**src/design/coreDefines.svh**
```systemverilog
`ifndef CORE_DEFINES_SVH
`define CORE_DEFINES_SVH

// datapath and address width
`define WORD_W  32
// register index width
`define REG_AW  5
// word-address widths of the two memories, 256 words each
`define IMEM_AW 8
`define DMEM_AW 8

// primary opcodes
`define OP_RTYPE 6'h00
`define OP_J     6'h02
`define OP_JAL   6'h03
`define OP_BEQ   6'h04
`define OP_BNE   6'h05
`define OP_ADDIU 6'h09
`define OP_SLTI  6'h0a
`define OP_ANDI  6'h0c
`define OP_ORI   6'h0d
`define OP_XORI  6'h0e
`define OP_LUI   6'h0f
`define OP_LB    6'h20
`define OP_LW    6'h23
`define OP_LBU   6'h24
`define OP_SB    6'h28
`define OP_SW    6'h2b

// function codes of the R-type group
`define FN_JR   6'h08
`define FN_JALR 6'h09
`define FN_ADDU 6'h21
`define FN_SUBU 6'h23
`define FN_AND  6'h24
`define FN_OR   6'h25
`define FN_XOR  6'h26
`define FN_SLT  6'h2a

// jal writes its return address here
`define LINK_REG 5'd31

`endif
```
**src/design/corePkg.sv**
```systemverilog
`default_nettype none
`include "coreDefines.svh"

package corePkg;

   // register-format view
   typedef struct packed {
      logic [5:0]         opcode;
      logic [`REG_AW-1:0] rs;
      logic [`REG_AW-1:0] rt;
      logic [`REG_AW-1:0] rd;
      logic [4:0]         shamt;
      logic [5:0]         funct;
   } rFmtT;

   // immediate-format view
   typedef struct packed {
      logic [5:0]         opcode;
      logic [`REG_AW-1:0] rs;
      logic [`REG_AW-1:0] rt;
      logic [15:0]        imm16;
   } iFmtT;

   // jump-format view
   typedef struct packed {
      logic [5:0]  opcode;
      logic [25:0] target26;
   } jFmtT;

   // same 32 bits, decoded by whichever view the opcode calls for
   typedef union packed {
      rFmtT rFmt;
      iFmtT iFmt;
      jFmtT jFmt;
   } instrWordT;

   // zero encodings are the bubble values
   typedef enum logic [2:0] {
      aluAdd, aluSub, aluAnd, aluOr, aluXor, aluSlt, aluLui
   } aluOpT;

   typedef enum logic [2:0] {
      memNone, memLoadWord, memLoadByte, memLoadByteU, memStoreWord, memStoreByte
   } memKindT;

   // one transfer on the program-load port
   typedef struct packed {
      logic [`IMEM_AW-1:0] addr;
      instrWordT           word;
   } loadWordT;

   // instruction memory write from the loader
   typedef struct packed {
      logic                en;
      logic [`IMEM_AW-1:0] addr;
      instrWordT           word;
   } imemWriteT;

   // PC change resolved in execute
   typedef struct packed {
      logic               valid;
      logic [`WORD_W-1:0] target;
   } redirectT;

   typedef struct packed {
      aluOpT              aluOp;
      logic               useImm;
      memKindT            memKind;
      logic               regWrite;
      logic [`REG_AW-1:0] dest;
      logic               linkPc;
      logic               isBranchEq;
      logic               isBranchNe;
      logic               isJump;
      logic               isJumpReg;
   } execCtlT;

   // F/E pipeline register
   typedef struct packed {
      execCtlT            ctl;
      logic [`REG_AW-1:0] rs;
      logic [`REG_AW-1:0] rt;
      logic [`WORD_W-1:0] rd1;
      logic [`WORD_W-1:0] rd2;
      logic [`WORD_W-1:0] imm;
      logic [25:0]        target26;
      logic [`WORD_W-1:0] pc;
   } fetchToExecT;

   // data memory access, word addressed with lane enables
   typedef struct packed {
      logic [`DMEM_AW-1:0] addr;
      logic [`WORD_W-1:0]  wdata;
      logic [3:0]          byteEn;
   } memReqT;

   // E/M pipeline register
   typedef struct packed {
      logic               regWrite;
      logic [`REG_AW-1:0] dest;
      memKindT            memKind;
      logic [1:0]         byteOffset;
      logic               link;
      logic [`WORD_W-1:0] aluResult;
      logic [`WORD_W-1:0] linkValue;
   } execToMemT;

   // final write-back, also the forwarding source
   typedef struct packed {
      logic               valid;
      logic [`REG_AW-1:0] dest;
      logic [`WORD_W-1:0] value;
   } commitT;

endpackage

`default_nettype wire

```
**src/design/registerFile.sv**
```systemverilog
`timescale 1ns/1ps
`default_nettype none
`include "coreDefines.svh"

module registerFile
   import corePkg::*;
(
   input  logic               clk,
   input  logic               reset,
   input  logic [`REG_AW-1:0] readAddrA,
   input  logic [`REG_AW-1:0] readAddrB,
   output logic [`WORD_W-1:0] readDataA,
   output logic [`WORD_W-1:0] readDataB,
   input  commitT             commit
);

   // r0 has no storage
   logic [`WORD_W-1:0] regs [1:31];

   // write at the end of the commit cycle
   // held off during reset, the pipe may still carry garbage
   always_ff @(posedge clk) begin
      if (reset && commit.valid && commit.dest != '0) begin
         regs[commit.dest] <= commit.value;
      end
   end

   // asynchronous reads, r0 forced to zero
   assign readDataA = (readAddrA == '0) ? '0 : regs[readAddrA];
   assign readDataB = (readAddrB == '0) ? '0 : regs[readAddrB];

endmodule

`default_nettype wire

```
**config.mk**
```make
export PLATFORM = sky130hd
export DESIGN_NAME = registerFile
export DESIGN_NICKNAME = d
export VERILOG_FILES = /design/src/design/corePkg.sv /design/src/design/registerFile.sv
export VERILOG_INCLUDE_DIRS = /design/src /design/src/design
export SDC_FILE = /design/constraint.sdc
export NUM_CORES = 1
export LEC_CHECK = 0
export BUFFER_PORTS_ARGS = -buffer_cell sky130_fd_sc_hd__buf_2
export CAP_MARGIN = 10
export CORE_UTILIZATION = 27
export DETAILED_ROUTE_END_ITERATION = 10
export PLACE_DENSITY = 0.43
export SLEW_MARGIN = 20
export SYNTH_ARGS = -nofsm -noshare
export SYNTH_HDL_FRONTEND = slang
export SYNTH_SLANG_ARGS = --single-unit
```
**constraint.sdc**
```tcl
create_clock -name clk -period 2.7 [get_ports clk]
set_input_delay 0.405 -clock clk [delete_from_list [all_inputs] [get_ports clk]]
set_output_delay 0.405 -clock clk [all_outputs]
set_load 0.02 [all_outputs]
```
==> impl_results.md, run 1 <==
* Status: finished with violations
* Failing checks: setup timing
* Core area at 0.172 mm2
* Clock Pin Slew Worst Setup and Hold Paths at 0.07 ns
* Final setup margin at -0.420 ns
* Std-Cell Rows at 152
* Initial antenna violation count at 18
* Max FFs per register at 992
* ANT nets after route at 0
* Non-Filler Instances at 5592
* Final WL at about 180 mm
* Seq cells post-synth at 992
* Min Hold Slack at approximately 0.15 ns
* Net count after synthesis at 2789
* Met2 Wirelength at 89.0 mm
* Hold Crit Class: in -> reg
* EDFF count, synth at 992
* DIE AREA at 0.174 mm2
* Worst EP arrival at 2.72 ns
* Ys Warns at 0
* Max Slew Vio Count at 0
* Largest Register: regs
* Post-DP HPWL at 113 mm
* Residual DRC count at 0
* Global-route wire length before repair at 248 mm
* Final setup viols at 48
* P per Cell Area at 617 mW/mm2
* Critical Path Fanout Max at 2
* Startpoint type of the worst setup path: flip-flop
* Slew @ Worst Pin at about 1.1 ns
* Final period util at 1.16
* Post-Syn Area at 0.0466 mm2
* Top FF cell, synth: edfxtp_1
* Slew margin rel. at 0.280
* Overall die width at 417 um
* Hold Path Cell Cnt at 1
* Post-Synthesis Cells at 2739
* Met3 Wirelength at 10.8 mm
* Most frequent cells in the layout: edfxtp_1 (992), mux2i_1 (381), buf_4 (312), mux4_2 (226), mux2_2 (142)
* Initial Utilization at 0.272
* Ys async rst share at 0
* Die height at between 400 and 500 um
* Clock Root Buffer: clkbuf_16
* CTS Buffer Depth at 3
* Tmin final at 3.12 ns
* Met1 Routed Length at between 70 and 80 mm
* Layout cells sized above 1 at 0.404
* Vias in the first global route at between 30000 and 40000
* CTS tree: built
* Via density at 5.34
* Top sig layer: met5
* Yosys cell types at 41
* Most common cell after layout, fill and taps aside: edfxtp_1
* Grt ovf at 0
* Layout area overhead at 27.4%
* Setup WS pre-CTS at -0.478 ns
* Crit Path Category: reg -> out
* Seq/Total Area, Yosys at 0.639
* WP data required at 2.30 ns
* Hold buffer count at cts at 0
* CTS H-tree depth at 3
* Global-route total usage across every layer at 0.203
* GP Congestion at 0.809
* RSZ-0062 raised after global routing: true
* Pwr Total at 36.6 mW
* Vias post-DR at about 30000
* Setup TNS at -5.36 ns
* TritonRoute pass-1 iters at 5
* Maximum clock rate at 320 MHz
* Top flop regs: regs (992)
* Syn_area_per_cell at approximately 17 um2
* Hold Vio Cnt, Final at 0
* CP Capture Type: output port
* Number of buffers created by CTS at 110
* Clock sink total at 992
* Iter 0 DRT Violations at 2619
* Leakage power at 20.0 nW
* Maximum vdd drop at 426 uV
* I/O pin cnt at between 100 and 150
* Port bufs at 113
* Largest net degree at the start of global routing at 63
* Max-cap violations at 0
* Placed cells at between 5000 and 6000
* Wirelength per Cell at 32.1 um
* Layout Nets at ~3200
worst max-delay path: stages (launching register included):
cell	delay [ns]
edfxtp_1	0.38
mux4_2	0.48
mux2_2	0.27
o211ai_1	0.30
o21ai_1	0.17
buf_4	0.20
buf_6	0.14
per-stage QoR:
step / instance area, um2 / util
2_1_floorplan: 46600 / -
3_3_place_gp: 53900 / 0.314
3_5_place_dp: 53900 / 0.314
4_1_cts: 58800 / 0.343
5_1_grt: 59300 / 0.346
6_report: 59400 / 0.346
final timing paths:
kind              slack, ns               endpoint                   start
setup / recovery      -0.42          readDataA[14]  regs[19][14]$_DFFE_PP_
hold / removal         0.15  regs[4][13]$_DFFE_PP_              commit[13]
timing repair:
action	CTS	global route
buffers inserted	16	18
resized for setup	275	53
pin swaps	64	22
gates cloned	1	4
setup endpoints to repair	62	59
metal layers:
layer / vias up / track usage
met1: 16100 / 0.262
met5: - / 0
met4: 12 / 0.0735
met3: 287 / 0.0295
li1: 12400 / -
met2: 1068 / 0.344
Yosys cell counts (6+ instances only):
cell / instances / area (um2)
a211oi_1: 32 / 240
a21oi_1: 79 / 395
a221oi_1: 66 / 578
a22o_1: 92 / 806
a22oi_1: 68 / 510
a31oi_1: 32 / 200
buf_1: 7 / 26.3
buf_2: 75 / 375
buf_4: 36 / 270
buf_6: 22 / 248
clkbuf_1: 81 / 304
edfxtp_1: 992 / 29800
mux2_2: 160 / 1800
mux2i_1: 395 / 3950
mux4_2: 226 / 5090
nand2_1: 55 / 206
nor2_1: 81 / 304
nor2b_1: 6 / 37.5
nor3_1: 50 / 250
o211ai_1: 32 / 240
o21ai_0: 15 / 75.1
o21ai_1: 32 / 160
o221ai_1: 15 / 131
o22ai_1: 64 / 400
layout make-up:
class,instances,area [um2]
diodes,4,10.0
clock buffers,132,2860
clock inverters,76,767
fillers,16400,112000
inverters,1,3.75
multi-input cells,1523,17000
flip-flops and latches,992,29800
well taps,2310,2890
repair buffers,554,6030
cells by family (layout without fill, tap and decap cells):
group,after synthesis,count (layout),share of synthesized area
AOI/OAI and AO/OA,528,528,0.0808
DFF,992,992,0.639
buffers and inverters,224,763,0.0266
other,0,4,0
muxes,781,781,0.233
and+or+nand+nor,214,214,0.0205
power by group:
group	switching (mW)	total [mW]	internal, mW
logic	2.41	4.21	1.80
registers	0.0458	17.1	17.1
clock network	6.42	15.3	8.88
Power figures use the tool's default switching activity.
==> inputs of run 2 (changes only) <==
- TNS_END_PERCENT: default -> 5
==> run 2 against run 1 <==
The run still ends with setup timing left. Clock power hardly changed. Setup slack better by 0.023 ns. Critical path depth stayed put. Utilization is 0.53 points lower. Cell count is 0.45% lower. Sequential cell count stayed put. Hold slack worse by 0.0013 ns. Global-route usage is 0.067 points lower. Via count is 0.68% lower. Total power is 0.53% lower. Cell area is 1.5% lower. Largest power group unchanged.
==> impl_results.md, run 2 (synthesis gave the netlist of run 1 again) <==
* Status: finished with violations
* Failing checks: setup timing
* Largest net degree at the start of global routing at 63
* Final period util at 1.15
* Largest stage delay, worst path at around 0.5 ns
* Slew @ Worst Pin at 0.631 ns
* Max Slew Vio Count at 0
* Worst EP arrival at 2.69 ns
* CTS Buffer Depth at 3
* Residual DRC count at 0
* Clock Root Buffer: clkbuf_16
* Crit path cell chain: mux4_2 > mux2_2 > o211ai_1 > o21ai_1 > buf_4 > buf_6
* Fillers at approximately 16000
* Maximum clock rate at 323 MHz
* Largest Register: regs
* Slowest stage cell, crit path: mux4_2
* Layout cells sized above 1 at 0.383
* Maximum vdd drop at 442 uV
* Startpoint type of the worst setup path: flip-flop
* Initial antenna violation count at 18
* Initial Utilization at 0.272
* DIE AREA at 0.174 mm2
* Multi-input logic area at 0.0165 mm2
* Internal power at between 20 and 30 mW
* Hold Vio Cnt, Final at 0
* Via density at about 5.3
* Overall die width at 417 um
* TritonRoute pass-1 iters at 5
* Post-route cell area at a little under 0.06 mm2
* Clk pwr share at 0.420
* Tmin final at 3.10 ns
* Worst setup startpoint: regs[19][14]$_DFFE_PP_
* Power share of the combinational group at 0.111
* Slew margin rel. at 0.579
* Clock sink total at 992
* Hold_sp: commit[13]
* Leakage power at about 20 nW
* Most common cell after layout, fill and taps aside: edfxtp_1
* Most frequent cells in the layout: edfxtp_1 (992), mux2i_1 (382), buf_4 (293), mux4_2 (226), mux2_2 (153)
* Final WL at 178 mm
* Iter 0 DRT Violations at 2632
* Vias in the first global route at around 31000
* CP Capture Type: output port
* WHS Endpoint: regs[4][13]$_DFFE_PP_
* Util after Layout at 0.341
* Hold Crit Class: in -> reg
* Setup TNS at -6.87 ns
* I/O pin cnt at 114
* Hold Path Cell Cnt at 1
* Flop pwr share at 0.470
* Global-route total usage across every layer at 0.202
* Critical Path Fanout Max at 2
* Final setup viols at 50
* Std-Cell Rows at 152
* Max FFs per register at 992
* Layout area overhead at 25.4%
* ANT nets after route at 0
* WP data required at 2.30 ns
* Post-DP HPWL at 113 mm
* Wirelength per Cell at between 30 and 40 um
* Placed cell areas at 0.0539 mm2
* Register Area at 0.0298 mm2
* RSZ-0062 raised after global routing: true
* Port bufs at roughly 110
* Die height at ~420 um
* Hold buffer count at cts at 0
* Final setup margin at -0.397 ns
* Clock Pin Slew Worst Setup and Hold Paths at 0.07 ns
* CTS tree: built
* Switching part of the total at 0.241
* Crit Path Category: reg -> out
* Max-cap violations at 0
* GP Congestion at 0.809
* P per Cell Area at 623 mW/mm2
* Grt ovf at 0
* Psw at between 8 and 9 mW
* CTS H-tree depth at 3
* Number of buffers created by CTS at 110
* Core area at approximately 0.17 mm2
* Pwr Total at ~36 mW
* Top flop regs: regs (992)
* Global-route wire length before repair at 247 mm
* Vias post-DR at 29700
* Layout Nets at 3207
## run 2: metal layers
metal | global-route usage | vias to the layer above | wire length [um]
li1 | - | 12400 | -
met1 | 0.262 | 16000 | 74000
met2 | 0.342 | 1064 | 87900
met3 | 0.0283 | 280 | 9910
met4 | 0.0744 | 12 | 6290
met5 | 0 | - | 71
## run 2: how the worst max path moves through the flow
stage,endpoint,slack (ns),depth (start not counted)
after floorplan,regs[18][0]$_DFFE_PP_,-0.02,2
after global placement,readDataA[15],-0.46,11
after detailed placement,readDataA[15],-0.48,11
after CTS,readDataA[31],-0.42,6
after global routing,readDataA[14],-0.47,6
final,readDataA[14],-0.40,6
## run 2: power groups by stage
stage          logic, mW  registers, mW  clock network (mW)
5_1_grt             4.21           17.1                16.1
3_3_place_gp        3.81           17.4                   0
2_1_floorplan       1.88           17.4                   0
6_report            4.03           17.1                15.3
3_5_place_dp        3.84           17.4                   0
4_1_cts             4.01           17.1                15.6
## run 2: repair_timing
| action | CTS | global route |
|---|---|---|
| pin swaps | 29 | 10 |
| endpoints found under the setup margin | 62 | 61 |
| cloned | 0 | 0 |
| buffers inserted | 1 | 3 |
| gates resized for setup | 156 | 42 |
| endpoints found under the hold margin | 0 | 0 |
## run 2: critical path: cells and delay by family (launching register included)
kind	cells	cell delay, ns
AOI/OAI and AO/OA	2	0.46
DFF	1	0.38
buffers and inverters	2	0.34
muxes	2	0.76
## run 2: final cells by class
| class | count | area share |
|---|---|---|
| Antenna cell | 4 | 0.000171 |
| Inverter | 1 | 0.0000642 |
| Clock buffer | 132 | 0.0489 |
| Timing Repair Buffer | 529 | 0.0957 |
| Tap cell | 2310 | 0.0495 |
| Clock inverter | 76 | 0.0131 |
| Multi-Input combinational cell | 1523 | 0.283 |
| Sequential cell | 992 | 0.510 |
## run 2: through the flow
step	instances	hold slack, ns	setup slack [ns]
2_1_floorplan	2739	0.504	-0.0166
3_3_place_gp	5357	0.894	-0.458
3_5_place_dp	5357	0.920	-0.478
4_1_cts	5562	0.108	-0.416
5_1_grt	5566	0.172	-0.469
6_report	5567	0.148	-0.397
==> inputs of run 3 (changes only) <==
- PLACE_DENSITY: 0.43 -> default
- clock period: 2.7 -> 3.25 ns (I/O delays scaled with it)
==> run 3 against run 2 <==
The run still ends with setup timing left. Cell count fell by 1.2%. Total power down 20%. Global-route usage shrank 1.5 points. Highest routed layer unchanged. Combinational power decreased by 23%. Die area stayed put. Sequential cell count unchanged. Sequential share of layout area increased by 2.0 points. Count of clock-buffer cells in the layout grew 3.
==> impl_results.md, run 3 (synthesis gave the netlist of run 1 again) <==
* Layout cells sized above 1 at 0.340
* Global-route total usage across every layer at 0.187
* Post-DP HPWL at 108 mm
* Overall die width at 417 um
* Port bufs at 113
* Slew margin rel. at 0.406
* Most frequent cells in the layout: edfxtp_1 (992), mux2i_1 (395), buf_4 (279), mux4_2 (226), mux2_2 (160)
* Clock sink total at 992
* Final WL at 167 mm
* Vias in the first global route at 29600
* Critical Path Fanout Max at 32
* Max Slew Vio Count at 0
* Maximum clock rate at 304 MHz
* Via density at 5.45
* WP data required at 2.76 ns
* Slew @ Worst Pin at ~0.9 ns
* Std-Cell Rows at between 150 and 200
* Worst setup startpoint: readAddrA[2]
* Max FFs per register at 992
* Clock Pin Slew Worst Setup and Hold Paths at around 0.060 ns
* CTS H-tree depth at 3
* Hold buffer count at cts at 0
* CTS tree: built
* CTS Buffer Depth at 3
* Util after Layout at 0.328
* Number of buffers created by CTS at roughly 110
* Vias post-DR at 30000
* Largest Register: regs
* I/O pin cnt at approximately 110
* Leakage power at roughly 19 nW
* Hold_sp: commit[22]
* Final period util at 1.01
* Layout area overhead at 20.8%
* Layout Nets at 3143
* RSZ-0062 raised after global routing: true
* Hold Vio Cnt, Final at 0
* Top flop regs: regs (992)
* Placed cells at 5294
* P per Cell Area at a little over 500 mW/mm2
* Startpoint type of the worst setup path: input port
* Core area at 0.172 mm2
* DIE AREA at 0.174 mm2
* Crit Path Category: in -> out
* TritonRoute pass-1 iters at 6
* Max-cap violations at 0
* Tmin final at 3.28 ns
* Grt ovf at 0
* Maximum vdd drop at around 420 uV
* Final setup viols at 2
* Fillers at 16600
* Largest net degree at the start of global routing at 55
* Iter 0 DRT Violations at 3389
* Global-route wire length before repair at 230 mm
* GP Congestion at 0.854
* Non-Filler Instances at 5498
* Final setup margin at -0.0346 ns
* Die height at 417 um
* Initial Utilization at 0.272
* Wirelength per Cell at 30.4 um
* Worst EP arrival at 2.80 ns
* Status: finished with violations
* Post-CTS Setup Inserts at 0
* Clock Root Buffer: clkbuf_16
* Initial antenna violation count at 26
* Residual DRC count at 0
* CP Capture Type: output port
* Failing checks: setup timing
* Most common cell after layout, fill and taps aside: edfxtp_1
* Hold Crit Class: in -> reg
* ANT nets after route at 0
-- run 3: final timing paths --
kind,endpoint,cells after the start,slack [ns]
max,readDataA[21],8,-0.03
min,regs[18][22]$_DFFE_PP_,1,0.28
-- run 3: area by class of cell --
cell class,instances,area [um2],share of cell area
antenna,8,20.0,0.000356
clock buffer,135,2850,0.0506
clock inverter,61,494,0.00878
inverter,1,3.75,0.0000667
multi-input combinational,1523,16000,0.284
sequential,992,29800,0.529
tap,2310,2890,0.0513
timing repair buffer,468,4250,0.0755
-- run 3: metrics by stage --
step	power (mW)	instance area (um2)	hold slack (ns)	setup TNS (ns)	setup WS, ns
floorplan	16.0	46600	0.586	0	0.451
global placement	17.5	52800	0.985	-2.29	-0.466
detailed placement	17.5	52800	0.994	-2.41	-0.458
CTS	29.2	56200	0.247	-0.111	-0.111
global route	29.8	56300	0.289	-0.0504	-0.0254
finish	29.1	56300	0.276	-0.0642	-0.0346
-- run 3: layer usage --
metal  global-route usage  up-vias  share of wire
li1                     -    12200              -
met1                0.240    15800           0.39
met2                0.308     1586           0.48
met3               0.0351      375          0.084
met4               0.0796       18          0.048
met5                    0        -        0.00064
-- run 3: power breakdown --
group          leakage [nW]  internal [mW]  switching (mW)
Clock                  1.63           6.72            5.03
Sequential             8.92           14.2          0.0370
Combinational          8.28           1.22            1.88
Total                  18.8           22.1            6.95
-- run 3: critical path: stages --
cell and delay [ns]:
buf_8 0.21, or2_2 0.38, buf_4 0.26, nor4_2 0.35, buf_6 0.40, buf_4 0.25
o21ai_1 0.17, buf_2 0.21
-- run 3: timing repair --
action / in CTS / in global routing
endpoints found under the hold margin: 0 / 0
resized for setup: 20 / 13
endpoints found under the setup margin: 16 / 16
